## src/verilog/ace_mux_pkg.sv

```systemverilog
`default_nettype none

package ace_mux_pkg;

    localparam int unsigned max_slv_ports = 4;
    localparam int unsigned idx_w         = $clog2(max_slv_ports);  // Port index bits
    localparam int unsigned slv_id_w      = 4;
    localparam int unsigned mst_id_w      = slv_id_w + idx_w;       // Prefix on top of upstream ID
    localparam int unsigned addr_w        = 16;
    localparam int unsigned data_w        = 32;
    localparam int unsigned len_w         = 4;                      // Beats minus one

    typedef logic [idx_w-1:0] port_idx_t;

    typedef struct packed {
        logic [slv_id_w-1:0] id;
        logic [addr_w-1:0]   addr;
        logic [len_w-1:0]    len;
    } slv_aw_chan_t;

    typedef struct packed {
        logic [mst_id_w-1:0] id;
        logic [addr_w-1:0]   addr;
        logic [len_w-1:0]    len;
    } mst_aw_chan_t;

    // Shared by upstream and downstream
    typedef struct packed {
        logic [data_w-1:0] data;
        logic              last;
    } w_chan_t;

    typedef struct packed {
        logic [slv_id_w-1:0] id;
        logic [1:0]          resp;
    } slv_b_chan_t;

    typedef struct packed {
        logic [mst_id_w-1:0] id;
        logic [1:0]          resp;
    } mst_b_chan_t;

    typedef struct packed {
        logic [slv_id_w-1:0] id;
        logic [addr_w-1:0]   addr;
        logic [len_w-1:0]    len;
    } slv_ar_chan_t;

    typedef struct packed {
        logic [mst_id_w-1:0] id;
        logic [addr_w-1:0]   addr;
        logic [len_w-1:0]    len;
    } mst_ar_chan_t;

    typedef struct packed {
        logic [slv_id_w-1:0] id;
        logic [data_w-1:0]   data;
        logic [1:0]          resp;
        logic                last;
    } slv_r_chan_t;

    typedef struct packed {
        logic [mst_id_w-1:0] id;
        logic [data_w-1:0]   data;
        logic [1:0]          resp;
        logic                last;
    } mst_r_chan_t;

    typedef struct packed {
        slv_aw_chan_t aw;
        logic         aw_valid;
        w_chan_t      w;
        logic         w_valid;
        logic         b_ready;
        slv_ar_chan_t ar;
        logic         ar_valid;
        logic         r_ready;
        logic         wack;     // One-cycle pulse
        logic         rack;     // One-cycle pulse
    } slv_req_t;

    typedef struct packed {
        logic        aw_ready;
        logic        w_ready;
        slv_b_chan_t b;
        logic        b_valid;
        logic        ar_ready;
        slv_r_chan_t r;
        logic        r_valid;
    } slv_resp_t;

    typedef struct packed {
        mst_aw_chan_t aw;
        logic         aw_valid;
        w_chan_t      w;
        logic         w_valid;
        logic         b_ready;
        mst_ar_chan_t ar;
        logic         ar_valid;
        logic         r_ready;
        logic         wack;
        logic         rack;
    } mst_req_t;

    typedef struct packed {
        logic        aw_ready;
        logic        w_ready;
        mst_b_chan_t b;
        logic        b_valid;
        logic        ar_ready;
        mst_r_chan_t r;
        logic        r_valid;
    } mst_resp_t;

    // Round-robin grant lock
    typedef enum logic {
        arb_idle,
        arb_locked
    } arb_state_e;

endpackage

`default_nettype wire

```

## src/verilog/idx_fifo.sv

```systemverilog
`default_nettype none

module idx_fifo #(
    parameter int unsigned depth = 4
) (
    input  wire logic                   clk_i,
    input  wire logic                   rst_i,
    input  wire logic                   push_i,
    input  wire ace_mux_pkg::port_idx_t data_i,
    input  wire logic                   pop_i,
    output ace_mux_pkg::port_idx_t      data_o,
    output logic                        full_o,
    output logic                        empty_o
);
    import ace_mux_pkg::*;

    localparam int unsigned ptr_w = (depth > 1) ? $clog2(depth) : 1;
    localparam int unsigned cnt_w = $clog2(depth + 1);

    port_idx_t        mem [depth];
    logic [ptr_w-1:0] wr_ptr;
    logic [ptr_w-1:0] rd_ptr;
    logic [cnt_w-1:0] count;   // Occupancy
    logic             do_push;
    logic             do_pop;

    assign full_o  = (count == cnt_w'(depth));
    assign empty_o = (count == '0);
    assign do_push = push_i && !full_o;   // Refused when full, pop or not
    assign do_pop  = pop_i && !empty_o;
    assign data_o  = mem[rd_ptr];

    always_ff @(posedge clk_i) begin
        if (rst_i) begin
            wr_ptr <= '0;
            rd_ptr <= '0;
            count  <= '0;
        end else begin
            if (do_push) begin
                wr_ptr <= (wr_ptr == ptr_w'(depth - 1)) ? '0 : wr_ptr + 1'b1;
            end
            if (do_pop) begin
                rd_ptr <= (rd_ptr == ptr_w'(depth - 1)) ? '0 : rd_ptr + 1'b1;
            end
            count <= count + cnt_w'(do_push) - cnt_w'(do_pop);
        end
    end

    always_ff @(posedge clk_i) begin
        if (do_push) begin
            mem[wr_ptr] <= data_i;
        end
    end

endmodule

`default_nettype wire

```

## src/verilog/rr_arbiter.sv

```systemverilog
`default_nettype none

module rr_arbiter #(
    parameter int unsigned n = 3
) (
    input  wire logic               clk_i,
    input  wire logic               rst_i,
    input  wire logic [n-1:0]       req_i,
    input  wire logic               ack_i,    // Handshake of the granted request
    output logic                    gnt_valid_o,
    output ace_mux_pkg::port_idx_t  gnt_idx_o
);
    import ace_mux_pkg::*;

    arb_state_e state_q;
    port_idx_t  last_q;       // Last winner
    port_idx_t  lock_q;       // Held grant
    port_idx_t  pick;
    logic       pick_valid;

    // First requester above the last winner, wrapping around
    always_comb begin
        int unsigned cand;
        pick       = last_q;
        pick_valid = 1'b0;
        for (int unsigned k = 1; k <= n; k++) begin
            cand = (32'(last_q) + k) % n;
            if (!pick_valid && req_i[cand]) begin
                pick       = port_idx_t'(cand);
                pick_valid = 1'b1;
            end
        end
    end

    assign gnt_valid_o = (state_q == arb_locked) ? req_i[lock_q] : pick_valid;
    assign gnt_idx_o   = (state_q == arb_locked) ? lock_q : pick;

    always_ff @(posedge clk_i) begin
        if (rst_i) begin
            state_q <= arb_idle;
            last_q  <= port_idx_t'(n - 1);   // So port 0 wins first
            lock_q  <= '0;
        end else begin
            case (state_q)
                arb_idle: begin
                    if (pick_valid && ack_i) begin
                        last_q <= pick;         // Done in one cycle, no lock needed
                    end else if (pick_valid) begin
                        state_q <= arb_locked;
                        lock_q  <= pick;
                    end
                end
                arb_locked: begin
                    if (ack_i) begin
                        state_q <= arb_idle;
                        last_q  <= lock_q;
                    end
                end
            endcase
        end
    end

endmodule

`default_nettype wire

```

## src/verilog/axi_mux.sv

```systemverilog
`default_nettype none

module axi_mux #(
    parameter int unsigned num_slv_ports = 3,
    parameter int unsigned max_w_trans   = 4
) (
    input  wire logic                                      clk_i,
    input  wire logic                                      rst_i,
    input  wire ace_mux_pkg::slv_req_t [num_slv_ports-1:0] slv_reqs_i,
    output ace_mux_pkg::slv_resp_t     [num_slv_ports-1:0] slv_resps_o,
    output ace_mux_pkg::mst_req_t                          mst_req_o,
    input  wire ace_mux_pkg::mst_resp_t                    mst_resp_i
);
    import ace_mux_pkg::*;

    logic [num_slv_ports-1:0] aw_req;
    logic [num_slv_ports-1:0] ar_req;
    logic                     aw_gnt_valid;
    logic                     ar_gnt_valid;
    port_idx_t                aw_gnt_idx;
    port_idx_t                ar_gnt_idx;
    logic                     aw_valid;
    logic                     aw_hs;
    logic                     ar_hs;
    port_idx_t                w_idx;
    logic                     w_full;
    logic                     w_empty;
    logic                     w_valid;
    logic                     w_last_hs;
    port_idx_t                b_idx;
    port_idx_t                r_idx;

    always_comb begin
        for (int i = 0; i < num_slv_ports; i++) begin
            aw_req[i] = slv_reqs_i[i].aw_valid;
            ar_req[i] = slv_reqs_i[i].ar_valid;
        end
    end

    rr_arbiter #(
        .n (num_slv_ports)
    ) aw_arb (
        .clk_i       (clk_i),
        .rst_i       (rst_i),
        .req_i       (aw_req),
        .ack_i       (aw_hs),
        .gnt_valid_o (aw_gnt_valid),
        .gnt_idx_o   (aw_gnt_idx)
    );

    rr_arbiter #(
        .n (num_slv_ports)
    ) ar_arb (
        .clk_i       (clk_i),
        .rst_i       (rst_i),
        .req_i       (ar_req),
        .ack_i       (ar_hs),
        .gnt_valid_o (ar_gnt_valid),
        .gnt_idx_o   (ar_gnt_idx)
    );

    assign aw_valid  = aw_gnt_valid && !w_full;   // Hold AW while the W order is full
    assign aw_hs     = aw_valid && mst_resp_i.aw_ready;
    assign ar_hs     = ar_gnt_valid && mst_resp_i.ar_ready;
    assign w_valid   = !w_empty && slv_reqs_i[w_idx].w_valid;
    assign w_last_hs = w_valid && mst_resp_i.w_ready && slv_reqs_i[w_idx].w.last;

    // Port order of granted writes, head owns the W channel
    idx_fifo #(
        .depth (max_w_trans)
    ) w_order_fifo (
        .clk_i   (clk_i),
        .rst_i   (rst_i),
        .push_i  (aw_hs),
        .data_i  (aw_gnt_idx),
        .pop_i   (w_last_hs),
        .data_o  (w_idx),
        .full_o  (w_full),
        .empty_o (w_empty)
    );

    assign b_idx = mst_resp_i.b.id[slv_id_w +: idx_w];   // Source port from ID prefix
    assign r_idx = mst_resp_i.r.id[slv_id_w +: idx_w];

    always_comb begin
        mst_req_o = '0;   // wack and rack come from the ACE wrapper

        mst_req_o.aw_valid = aw_valid;
        mst_req_o.aw.id    = {aw_gnt_idx, slv_reqs_i[aw_gnt_idx].aw.id};
        mst_req_o.aw.addr  = slv_reqs_i[aw_gnt_idx].aw.addr;
        mst_req_o.aw.len   = slv_reqs_i[aw_gnt_idx].aw.len;

        mst_req_o.w        = slv_reqs_i[w_idx].w;
        mst_req_o.w_valid  = w_valid;

        mst_req_o.ar_valid = ar_gnt_valid;
        mst_req_o.ar.id    = {ar_gnt_idx, slv_reqs_i[ar_gnt_idx].ar.id};
        mst_req_o.ar.addr  = slv_reqs_i[ar_gnt_idx].ar.addr;
        mst_req_o.ar.len   = slv_reqs_i[ar_gnt_idx].ar.len;

        mst_req_o.b_ready  = slv_reqs_i[b_idx].b_ready;
        mst_req_o.r_ready  = slv_reqs_i[r_idx].r_ready;

        for (int i = 0; i < num_slv_ports; i++) begin
            slv_resps_o[i]          = '0;
            slv_resps_o[i].aw_ready = aw_valid && (aw_gnt_idx == port_idx_t'(i))
                                      && mst_resp_i.aw_ready;
            slv_resps_o[i].w_ready  = !w_empty && (w_idx == port_idx_t'(i))
                                      && mst_resp_i.w_ready;
            slv_resps_o[i].ar_ready = ar_gnt_valid && (ar_gnt_idx == port_idx_t'(i))
                                      && mst_resp_i.ar_ready;

            // Responses with the prefix stripped
            slv_resps_o[i].b.id    = mst_resp_i.b.id[slv_id_w-1:0];
            slv_resps_o[i].b.resp  = mst_resp_i.b.resp;
            slv_resps_o[i].b_valid = mst_resp_i.b_valid && (b_idx == port_idx_t'(i));
            slv_resps_o[i].r.id    = mst_resp_i.r.id[slv_id_w-1:0];
            slv_resps_o[i].r.data  = mst_resp_i.r.data;
            slv_resps_o[i].r.resp  = mst_resp_i.r.resp;
            slv_resps_o[i].r.last  = mst_resp_i.r.last;
            slv_resps_o[i].r_valid = mst_resp_i.r_valid && (r_idx == port_idx_t'(i));
        end
    end

endmodule

`default_nettype wire

```

## src/verilog/ace_mux.sv

```systemverilog
`default_nettype none

module ace_mux #(
    parameter int unsigned num_slv_ports  = 3,
    parameter int unsigned max_w_trans    = 4,
    parameter int unsigned max_resp_trans = 4
) (
    input  wire logic                                      clk_i,
    input  wire logic                                      rst_i,
    input  wire ace_mux_pkg::slv_req_t [num_slv_ports-1:0] slv_reqs_i,
    output ace_mux_pkg::slv_resp_t     [num_slv_ports-1:0] slv_resps_o,
    output ace_mux_pkg::mst_req_t                          mst_req_o,
    input  wire ace_mux_pkg::mst_resp_t                    mst_resp_i
);
    import ace_mux_pkg::*;

    mst_req_t  mst_req;    // From the AXI multiplexer
    mst_resp_t mst_resp;   // Into the AXI multiplexer, possibly stalled

    axi_mux #(
        .num_slv_ports (num_slv_ports),
        .max_w_trans   (max_w_trans)
    ) axi_mux_inst (
        .clk_i       (clk_i),
        .rst_i       (rst_i),
        .slv_reqs_i  (slv_reqs_i),
        .slv_resps_o (slv_resps_o),
        .mst_req_o   (mst_req),
        .mst_resp_i  (mst_resp)
    );

    if (num_slv_ports == 1) begin : gen_single
        always_comb begin
            mst_req_o      = mst_req;
            mst_req_o.wack = slv_reqs_i[0].wack;
            mst_req_o.rack = slv_reqs_i[0].rack;
            mst_resp       = mst_resp_i;
        end
    end else begin : gen_ordered
        port_idx_t b_head;
        port_idx_t r_head;
        logic      b_full;
        logic      b_empty;
        logic      r_full;
        logic      r_empty;
        logic      b_ready;
        logic      r_ready;
        logic      wack;
        logic      rack;

        assign b_ready = mst_req.b_ready && !b_full;   // Stall while the queue is full
        assign r_ready = mst_req.r_ready && !r_full;
        assign wack    = !b_empty && slv_reqs_i[b_head].wack;
        assign rack    = !r_empty && slv_reqs_i[r_head].rack;

        // Completion order of writes
        idx_fifo #(
            .depth (max_resp_trans)
        ) b_order_fifo (
            .clk_i   (clk_i),
            .rst_i   (rst_i),
            .push_i  (mst_resp_i.b_valid && b_ready),
            .data_i  (mst_resp_i.b.id[slv_id_w +: idx_w]),
            .pop_i   (wack),
            .data_o  (b_head),
            .full_o  (b_full),
            .empty_o (b_empty)
        );

        // Completion order of reads, last beats only
        idx_fifo #(
            .depth (max_resp_trans)
        ) r_order_fifo (
            .clk_i   (clk_i),
            .rst_i   (rst_i),
            .push_i  (mst_resp_i.r_valid && r_ready && mst_resp_i.r.last),
            .data_i  (mst_resp_i.r.id[slv_id_w +: idx_w]),
            .pop_i   (rack),
            .data_o  (r_head),
            .full_o  (r_full),
            .empty_o (r_empty)
        );

        always_comb begin
            mst_req_o         = mst_req;
            mst_req_o.b_ready = b_ready;
            mst_req_o.r_ready = r_ready;
            mst_req_o.wack    = wack;                          // Head port only
            mst_req_o.rack    = rack;
            mst_resp          = mst_resp_i;
            mst_resp.b_valid  = mst_resp_i.b_valid && !b_full; // Hidden upstream when full
            mst_resp.r_valid  = mst_resp_i.r_valid && !r_full;
        end
    end

endmodule

`default_nettype wire

```

## src/verilog/ace_mux_top.sv

```systemverilog
`default_nettype none

module ace_mux_top #(
    parameter int unsigned num_slv_ports  = 3,
    parameter int unsigned max_w_trans    = 4,   // W order depth
    parameter int unsigned max_resp_trans = 4    // Acknowledge order depth
) (
    input  wire logic                                      clk_i,
    input  wire logic                                      rst_i,
    input  wire ace_mux_pkg::slv_req_t [num_slv_ports-1:0] slv_reqs_i,
    output ace_mux_pkg::slv_resp_t     [num_slv_ports-1:0] slv_resps_o,
    output ace_mux_pkg::mst_req_t                          mst_req_o,
    input  wire ace_mux_pkg::mst_resp_t                    mst_resp_i
);

    ace_mux #(
        .num_slv_ports  (num_slv_ports),
        .max_w_trans    (max_w_trans),
        .max_resp_trans (max_resp_trans)
    ) ace_mux_inst (
        .clk_i       (clk_i),
        .rst_i       (rst_i),
        .slv_reqs_i  (slv_reqs_i),
        .slv_resps_o (slv_resps_o),
        .mst_req_o   (mst_req_o),
        .mst_resp_i  (mst_resp_i)
    );

endmodule

`default_nettype wire

```

## config.mk

```make
export PLATFORM = sky130hd
export DESIGN_NAME = ace_mux_top
export DESIGN_NICKNAME = d
export VERILOG_FILES = /design/src/verilog/ace_mux_pkg.sv /design/src/verilog/idx_fifo.sv /design/src/verilog/rr_arbiter.sv /design/src/verilog/axi_mux.sv /design/src/verilog/ace_mux.sv /design/src/verilog/ace_mux_top.sv
export SDC_FILE = /design/constraint.sdc
export NUM_CORES = 1
export LEC_CHECK = 0
export BUFFER_PORTS_ARGS = -buffer_cell sky130_fd_sc_hd__buf_4
export CAP_MARGIN = 20
export CORE_AREA = 2 2 216 218
export CTS_BUF_LIST = sky130_fd_sc_hd__clkbuf_16
export CTS_CLUSTER_DIAMETER = 50
export DETAILED_ROUTE_END_ITERATION = 8
export DIE_AREA = 0 0 218 220
export GPL_ROUTABILITY_DRIVEN = 0
export PLACE_DENSITY = 0.36
export SYNTH_ARGS = -nofsm -noshare
export SYNTH_HDL_FRONTEND = slang
export SYNTH_SLANG_ARGS = --single-unit
export TNS_END_PERCENT = 100
```

## constraint.sdc

```tcl
create_clock -name clk_i -period 3 [get_ports clk_i]
set_clock_uncertainty 0.15 [all_clocks]
set_input_delay 0.45 -clock clk_i [delete_from_list [all_inputs] [get_ports clk_i]]
set_output_delay 0.45 -clock clk_i [all_outputs]
set_load 0.1 [all_outputs]
```

After elaboration in Yosys (flattened, before gate mapping)
Memory sizes are Yosys's and may differ from the RTL's. A register that Yosys moved wholly into a read port is not among the register bits.
Index checks and enable logic that the tools add are counted.
{"block": "totals", "regBits": 31, "ram_bits": 24, "input_bits": 320, "n_memories": 3, "output_inout_bits": 242}
{"block": "op_classes", "n_lt_le_gt_ge": 15, "eq_ne": 23, "bitwise_logic": 4, "add_sub_neg": 18, "mux": 78, "n_div": 6, "reduce_logical": 73}
{"name": "ace_mux_inst.axi_mux_inst.w_order_fifo.mem", "words": 4, "width": 2, "read_ports": 1, "rd_clocked_by_memory_dff": 1, "wr": 1, "line_no": "idx_fifo.sv:20", "source": "port_idx_t mem [depth];"}
{"name": "ace_mux_inst.gen_ordered.b_order_fifo.mem", "words": 4, "width": 2, "read_ports": 1, "rd_clocked_by_memory_dff": 1, "wr": 1, "line_no": "idx_fifo.sv:20"}
{"name": "ace_mux_inst.gen_ordered.r_order_fifo.mem", "words": 4, "width": 2, "read_ports": 1, "rd_clocked_by_memory_dff": 1, "wr": 1, "line_no": "idx_fifo.sv:20"}
{"operator": "$bmux W88 S2", "count": 7}
{"operator": "$lt A32 B3 Y1 const B", "count": 6}
{"operator": "$mod A32 B2 Y32 const B", "count": 6}
{"operator": "$mux W88", "count": 1}
{"operator": "$mux W63", "count": 1}
{"operator": "$logic_and A1 B1 Y1", "count": 51}
{"operator": "$mux W2", "count": 25}
{"operator": "$mux W1", "count": 29}
{"operator": "$mux W29", "count": 1}
{"operator": "$mux W28", "count": 1}
{"operator": "$lt A2 B3 Y1 const B", "count": 9}
{"operator": "$eq A2 B2 Y1 const B", "count": 11}
{"operator": "$bmux W1 S2", "count": 8}
{"operator": "$add A2 B1 Y2 const B", "count": 6}
{"operator": "$add A2 B2 Y3 const B", "count": 4}
{"operator": "$eq A2 B1 Y1 const B", "count": 5}
{"operator": "$logic_not A1 Y1", "count": 10}
{"operator": "$logic_not A2 Y1", "count": 5}
{"operator": "$add A3 B1 Y3", "count": 3}
{"operator": "$eq A3 B3 Y1 const B", "count": 3}
{"operator": "$logic_not A3 Y1", "count": 3}
{"operator": "$sub A3 B1 Y3", "count": 3}
{"operator": "$ne A2 B1 Y1 const B", "count": 4}
{"operator": "$pmux W2 S2", "count": 2}
{"operator": "6 further kinds", "count": 13}

Depth between registers and ports, before layout
Gate-level depths: netlist of run 1.
{"block": "depth", "ltp_word": 17, "mapped_depth": 15, "ltp_nobuf": 13}

Hierarchy
Synthesis of run 1 repeated with hierarchy kept, for this count alone.
{"block": "hier_totals", "cells_unflattened": 782, "hier_area_um2": 6505.0}
{"module": "axi_mux", "instances": 1, "seq_area_each_um2": 0.0, "cells_each": 447, "area_per_inst_um2": 3025.4}
{"module": "idx_fifo", "instances": 3, "seq_area_each_um2": 420.4, "cells_each": 61, "area_per_inst_um2": 774.5}
{"module": "rr_arbiter", "instances": 2, "seq_area_each_um2": 100.1, "cells_each": 67, "area_per_inst_um2": 515.5}
{"module": "ace_mux", "instances": 1, "seq_area_each_um2": 0.0, "cells_each": 18, "area_per_inst_um2": 125.1}

Least setup slack after synthesis of run 1
Ideal clock, no wire load.
{"block": "synth_path", "path_kind": "register to output", "start": "register ace_mux_inst.axi_mux_inst.ar_arb.last_q[1]", "end": "output slv_resps_o[40] (netlist bit)", "n_path_buf": 3, "arrival_ps": 4469, "path_slack_ps": -2069, "path_stages_with_launch": 12, "t_required_ps": 2400, "path_cell_list": "dfxtp_1 inv_1 ha_1 buf_2 a21boi_0 nor3_1 mux2i_1 and3_1 clkbuf_1 buf_2 nor2_1 nor3_1"}
{"element": "start, declared", "line_no": "rr_arbiter.sv:16", "source": "port_idx_t last_q;"}
{"element": "start signal, assigned", "line_no": "rr_arbiter.sv:41", "source": "last_q <= port_idx_t'(n - 1);"}
{"element": "start signal, assigned", "line_no": "rr_arbiter.sv:47", "source": "last_q <= pick;"}
{"element": "start signal, assigned", "line_no": "rr_arbiter.sv:56", "source": "last_q <= lock_q;"}
{"element": "end, declared", "line_no": "ace_mux_top.sv:11", "source": "output ace_mux_pkg::slv_resp_t [num_slv_ports-1:0] slv_resps_o,"}

==> run_results.csv, run 1 <==
group,metric,value,unit
status,outcome,"complete, but fails checks",
status,violations,"negative setup slack",
grt,antenna_found_initial,0,
sta,finalSetupTns,-21.27,ns
yosys,ys_types,63,
clock_network,clock_latency,0.33,ns
worst_setup_path,reg2reg_from,"ace_mux_inst.axi_mux_inst.w_order_fifo.mem[0][1]",
floorplanning,boundaryPins,562,
grt,gr-total-overflow,0,
sta,grt_setup_unrepaired,"yes",
route,drc,0,
clock_network,cts_root_buf,"clkbuf_16",
route,vias,7197,
yosys,yosysTopAreaCell,"buf_4",
yosys,synth_nets,1141,
final_layout,diodes,0,
worst_setup_path,critical_path_required,2.40,ns
placed_design,portBuffers,385,
floorplanning,placeableCoreArea,0.0459,mm^2
grt,grt_pass1_vias,7257,
sta,worstMarginPinSlew,0.478,ns
placed_design,post-place-ws,-0.213,ns
route,dr_wl_met3,2.84,mm
yosys,synth.cell_area,0.00690,mm^2
sta,fmax,0.291,GHz
worst_setup_path,crit_path_top_delay_cell,"dfxtp_4",
yosys,seq_area_frac_synth,0.212,
route,wirelength,32.4,mm
yosys,ys_ff_latch,61,
sta,slew_violations,0,
yosys,synthTopCellsByArea,"buf_4 16%, mux2i_1 14%, dfxtp_1 11%",
sta,setup_viol,59,
route,vias_per_cell,4.09,
worst_setup_path,crit_type,"reg -> out",
worst_setup_path,cp_common_cell,"buf_12",
final_layout,final_cell_mix,"395 x buf_4, 80 x buf_12, 73 x mux2i_1, 54 x nand2_1, 49 x o2bb2ai_4",
worst_setup_path,worstSetupStartpoint,"ace_mux_inst.axi_mux_inst.aw_arb.last_q[1]",
floorplanning,die_area,0.0480,mm^2
sta,max-slew-margin-rel,0.679,
route,detail_route.wl_per_cell,18.4,um
route,maxUsedRoutingLayer,"met4",
floorplanning,fp.dieH,220,um
yosys,synth-edff-count,24,
worst_setup_path,max_stage_delay,0.40,ns
worst_setup_path,cp-start-kind,"register",
yosys,syn_avg_cell_area,8.72,um^2
yosys,synth_top_area_share,0.158,
worst_setup_path,cp_max_fo,7,
route,dr_wl_met2,16.8,mm
worst_setup_path,cp.arrival,2.83,ns
route,antenna_left,0,
yosys,synth_top_flop_cell,"dfxtp_1",
run,drv_cap,0,
floorplanning,fp.dieW,218,um
yosys,ys_async_sr_fraction,0,
grt,grt_start_max_net_pins,35,
clock_network,numClockSinks,61,
route,wl_met1,12.4,mm
yosys,synth_warnings,0,
clock_network,clockBufferDepth,2,
floorplanning,row_count,79,
worst_setup_path,endpoint_kind,"output port",
worst_setup_path,path_delay_family,"compound AO/OA/AOI/OAI gates",
floorplanning,initial_core_util,0.150,
worst_setup_path,crit_path_cell_trace,"inv_4 > ha_4 > a22o_1 > a211o_1 > a211oi_4 > o41ai_4 > clkbuf_16 > nor2b_4 > buf_6 > buf_12 > o2bb2ai_4 > buf_12",
sta,whs,0.237,ns
clock_network,cts_tree,"built",
clock_network,numCtsBuffers,9,
placed_design,hpwl,25.3,mm
final_layout,post-route-util,0.306,
route,drt_iter0_drc,169,
sta,finalHoldViolations,0,
final_layout,nets,1498,
final_layout,layout_commonest_cell,"buf_4",
final_layout,drive_above_1_share,0.674,
worst_hold_path,hold_class,"in -> reg",
sta,period_share,1.14,
clock_network,clk_pin_slew,0.06,ns
route,drtPass1Iterations,4,
yosys,netlist_instances,791,
clock_network,h-tree-depth,3,
grt,grt_usage,0.122,
final_layout,syn_to_final_growth,104,%
worst_hold_path,hold_start,"mst_resp_i[40]",
sta,period_needed,3.43,ns
sta,setup_ws,-0.432,ns
worst_setup_path,cp.buffers_inverters,5,
grt,grt_pass1_wl,44.6,mm
what timing repair did:
action	4_1_cts	5_1_grt
buffers inserted	32	21
gates resized for setup	253	140
hold buffers	0	0
gates cloned	6	5
pin swaps	40	49
endpoints found under the setup margin	95	96
synthesized netlist by cell type, drive strengths merged (2+ instances only):
library cell	number
ha	27
o32a	2
and3b	2
nor2	31
nor3	15
edfxtp	24
a211o	3
mux4	6
nand2b	8
mux2i	98
o221ai	2
nand2	56
nand3b	6
a221oi	27
and2	16
o31a	2
inv	32
o2bb2ai	73
fa	3
nor3b	7
dfxtp	37
o2111ai	2
buf	166
nor2b	9
o22ai	2
xnor2	5
o21ai	43
or3	3
nand4	2
and3	4
a22o	2
a211oi	6
nand3	2
o221a	3
clkbuf	28
o211ai	4
a21oi	15
layer usage:
metal | vias up | global-route usage
li1 | 3481 | -
met1 | 3350 | 0.139
met2 | 344 | 0.221
met3 | 22 | 0.0431
met4 | 0 | 0.0224
met5 | - | 0.00313
worst register-to-register path, cell delays in order, from the launching register on:
cell	delay, ns
edfxtp_1	0.38
mux4_2	0.50
buf_12	0.17
nor2b_2	0.23
o2bb2ai_4	0.16
nand3_2	0.12
inv_2	0.09
ha_4	0.19
inv_2	0.06
ha_4	0.12
inv_2	0.04
fa_2	0.35
xor2_1	0.15
xnor2_1	0.16
nor2_1	0.06
logic make-up (layout without fill, tap and decap cells):
kind of cell,after synthesis,in the layout,synth area share
buffers and inverters,227,589,0.212
flip-flops,61,61,0.212
adder cells (fa/ha/maj),31,31,0.0591
AND/OR/NAND/NOR,164,164,0.120
XOR/XNOR,6,6,0.00762
multiplexers,104,104,0.162
AO/OA/AOI/OAI,198,198,0.228
flip-flops by register name, indices dropped and copies added, names as in the netlist, 2 cells and up, named ones only:
register and cells:
ace_mux_inst.axi_mux_inst.w_order_fifo.mem 8, ace_mux_inst.axi_mux_inst.aw_arb.last_q 2, ace_mux_inst.gen_ordered.r_order_fifo.wr_ptr 2, ace_mux_inst.axi_mux_inst.ar_arb.last_q 2, ace_mux_inst.axi_mux_inst.w_order_fifo.wr_ptr 2, ace_mux_inst.gen_ordered.b_order_fifo.mem 8
ace_mux_inst.axi_mux_inst.w_order_fifo.rd_ptr 2, ace_mux_inst.gen_ordered.b_order_fifo.wr_ptr 2, ace_mux_inst.gen_ordered.b_order_fifo.count 3, ace_mux_inst.gen_ordered.b_order_fifo.rd_ptr 2, ace_mux_inst.axi_mux_inst.ar_arb.lock_q 2, ace_mux_inst.gen_ordered.r_order_fifo.mem 8
ace_mux_inst.gen_ordered.r_order_fifo.rd_ptr 2, ace_mux_inst.axi_mux_inst.w_order_fifo.count 3, ace_mux_inst.axi_mux_inst.aw_arb.lock_q 2, ace_mux_inst.gen_ordered.r_order_fifo.count 3
metrics by stage:
| stage | cell area [um^2] | cells |
|---|---|---|
| floorplan | 8270 | 791 |
| global placement | 11500 | 1704 |
| detailed placement | 11500 | 1704 |
| CTS | 13300 | 1745 |
| global route | 14000 | 1760 |
| finish | 14000 | 1760 |
path summary, 6_finish.rpt:
path | depth (start not counted) | slack [ns] | endpoint
min | 1 | 0.24 | ace_mux_inst.gen_ordered.r_order_fifo.mem[0][0]
max reg2reg | 14 | -0.03 | ace_mux_inst.axi_mux_inst.w_order_fifo.count[2]
min reg2reg | 2 | 0.35 | ace_mux_inst.gen_ordered.b_order_fifo.wr_ptr[1]
max | 12 | -0.43 | mst_req_o[73]
final cells by class:
cell class / instances / area [um^2]
clock buffer: 9 / 225
inverter: 33 / 133
sequential: 61 / 1480
clock inverter: 7 / 43.8
multi-input combinational: 503 / 5980
tap: 607 / 759
fill: 4731 / 31800
timing repair buffer: 540 / 5430
Power of run 1 is not shown: default switching activity piles up to over one toggle a cycle in this logic, so the estimate is an artifact.
==> inputs of run 2 (changes only) <==
--- a/config.mk
+++ b/config.mk
@@ -7,14 +7,15 @@
 export LEC_CHECK = 0
 export BUFFER_PORTS_ARGS = -buffer_cell sky130_fd_sc_hd__buf_4
 export CAP_MARGIN = 20
-export CORE_AREA = 2 2 216 218
+export CORE_AREA = 2 2 219 221
 export CTS_BUF_LIST = sky130_fd_sc_hd__clkbuf_16
 export CTS_CLUSTER_DIAMETER = 50
 export DETAILED_ROUTE_END_ITERATION = 8
-export DIE_AREA = 0 0 218 220
+export DIE_AREA = 0 0 221 223
 export GPL_ROUTABILITY_DRIVEN = 0
-export PLACE_DENSITY = 0.36
+export PLACE_DENSITY = 0.35
 export SYNTH_ARGS = -nofsm -noshare
 export SYNTH_HDL_FRONTEND = slang
+export SYNTH_HIERARCHICAL = 1
 export SYNTH_SLANG_ARGS = --single-unit
 export TNS_END_PERCENT = 100
==> run_results.csv, run 2 <==
group,metric,value,unit
grt,grt_start_max_net_pins,37,
floorplanning,fp.dieH,223,um
final_layout,nets,1479,
clock_network,clockBufferDepth,2,
placed_design,portBuffers,385,
grt,gr-total-overflow,0,
route,antenna_left,0,
sta,finalHoldViolations,0,
sta,setup_ws,-0.548,ns
route,drc,0,
clock_network,h-tree-depth,3,
status,outcome,"complete, but fails checks",
sta,period_needed,3.55,ns
floorplanning,fp.dieW,221,um
route,drt_iter0_drc,220,
worst_setup_path,cp-start-kind,"register",
worst_setup_path,critical_path_required,2.40,ns
run,drv_cap,0,
worst_setup_path,crit_path_top_delay_cell,"a221o_1",
sta,max-slew-margin-rel,0.667,
placed_design,post-place-ws,-0.425,ns
sta,period_share,1.18,
final_layout,fin_area,0.0134,mm^2
worst_setup_path,max_stage_delay,0.39,ns
worst_setup_path,cp.arrival,2.95,ns
floorplanning,row_count,80,
yosys,synth_warnings,6,
final_layout,syn_to_final_growth,106,%
yosys,syn_avg_cell_area,8.33,um^2
sta,fmax,0.282,GHz
worst_setup_path,crit_path_cell_trace,"inv_4 > buf_6 > ha_4 > buf_6 > a211oi_4 > o22ai_2 > a221o_1 > o21ai_4 > buf_12 > buf_16 > mux2i_2 > o21ai_4 > buf_8",
floorplanning,die_area,0.0493,mm^2
final_layout,drive_above_1_share,0.693,
floorplanning,initial_core_util,0.138,
sta,worstMarginPinSlew,0.500,ns
placed_design,dpl_cell_area,0.0106,mm^2
clock_network,cts_tree,"built",
final_layout,reg_top3,"ace_mux_inst/axi_mux_inst/w_order_fifo/mem (8), ace_mux_inst/gen_ordered.b_order_fifo/mem (8), ace_mux_inst/gen_ordered.r_order_fifo/mem (8)",
grt,grt_pass1_vias,7276,
route,detail_route.wl_per_cell,17.4,um
route,vias_per_cell,3.97,
final_layout,final_cell_mix,"394 x buf_4, 75 x buf_12, 65 x nand2_1, 52 x o21ai_4, 48 x mux2i_4",
worst_setup_path,endpoint_kind,"output port",
clock_network,numCtsBuffers,9,
clock_network,cts_root_buf,"clkbuf_16",
floorplanning,boundaryPins,562,
worst_setup_path,cp_max_fo,8,
yosys,synth.cell_area,0.00649,mm^2
grt,grt_pass1_wl,44.7,mm
final_layout,layout_commonest_cell,"buf_4",
sta,setup_viol,63,
grt,antenna_found_initial,0,
clock_network,cts_hold_buf,0,
final_layout,final_cell_count_no_fill,1749,
placed_design,place_inst,1688,
sta,grt_setup_unrepaired,"yes",
worst_hold_path,hold_class,"in -> reg",
route,wirelength,30.5,mm
floorplanning,placeableCoreArea,0.0471,mm^2
grt,grt_usage,0.118,
status,violations,"negative setup slack",
yosys,synth_nets,1129,
worst_setup_path,crit_type,"reg -> out",
clock_network,clk_pin_slew,0.06,ns
yosys,netlist_instances,779,
placed_design,hpwl,23.8,mm
final_layout,diodes,0,
clock_network,clock_latency,0.35,ns
route,drtPass1Iterations,4,
sta,slew_violations,0,
clock_network,numClockSinks,61,
route,vias,6949,
-- run 2: per-stage QoR --
step	utilization	TNS, ns	hold slack, ns
2_1_floorplan	-	-28.26	0.306
3_3_place_gp	0.225	-14.17	0.329
3_5_place_dp	0.225	-13.28	0.328
4_1_cts	0.274	-29.95	0.189
5_1_grt	0.283	-34.74	0.200
6_report	0.283	-26.76	0.204
-- run 2: what timing repair did --
action / CTS / global route
pin swaps: 37 / 37
resized for setup: 346 / 79
buffers inserted: 25 / 14
gates cloned: 7 / 4
endpoints found under the setup margin: 97 / 94
-- run 2: critical path: cells and delay by family, from the launching register on --
| kind | cells | cell delay (ns) |
|---|---|---|
| AOI/OAI and AO/OA | 5 | 0.94 |
| adders and majority gates | 1 | 0.23 |
| buffers and inverters | 6 | 0.76 |
| DFF | 1 | 0.37 |
| muxes | 1 | 0.27 |
-- run 2: routing by layer --
metal / global-route usage / vias to the layer above / wire length, um
li1: - / 3300 / -
met1: 0.122 / 3212 / 10900
met2: 0.212 / 387 / 15800
met3: 0.0453 / 48 / 2670
met4: 0.0520 / 2 / 1110
met5: 0.00880 / - / 38
-- run 2: layout make-up --
class                           instances  area, um^2
Clock buffer                            9         225
Clock inverter                          7        72.6
Fill cell                            4899       33800
Inverter                               38         148
Multi-Input combinational cell        498        5400
Sequential cell                        61        1480
Tap cell                              615         769
Timing Repair Buffer                  521        5270
-- run 2: final timing paths --
kind                                                                  from                                         endpoint  slack, ns  cells after the start
worst min-delay path                                        mst_resp_i[51]  ace_mux_inst/gen_ordered.b_order_fifo/mem[2][1]       0.20                      1
worst max register to register  ace_mux_inst/axi_mux_inst/aw_arb/last_q[0]  ace_mux_inst/axi_mux_inst/w_order_fifo/count[2]      -0.37                     19
worst min register to register                                    register                                         register       0.33                      2
worst max-delay path            ace_mux_inst/axi_mux_inst/aw_arb/last_q[0]                                    mst_req_o[87]      -0.55                     13
Power of run 2 is left out for the same reason.
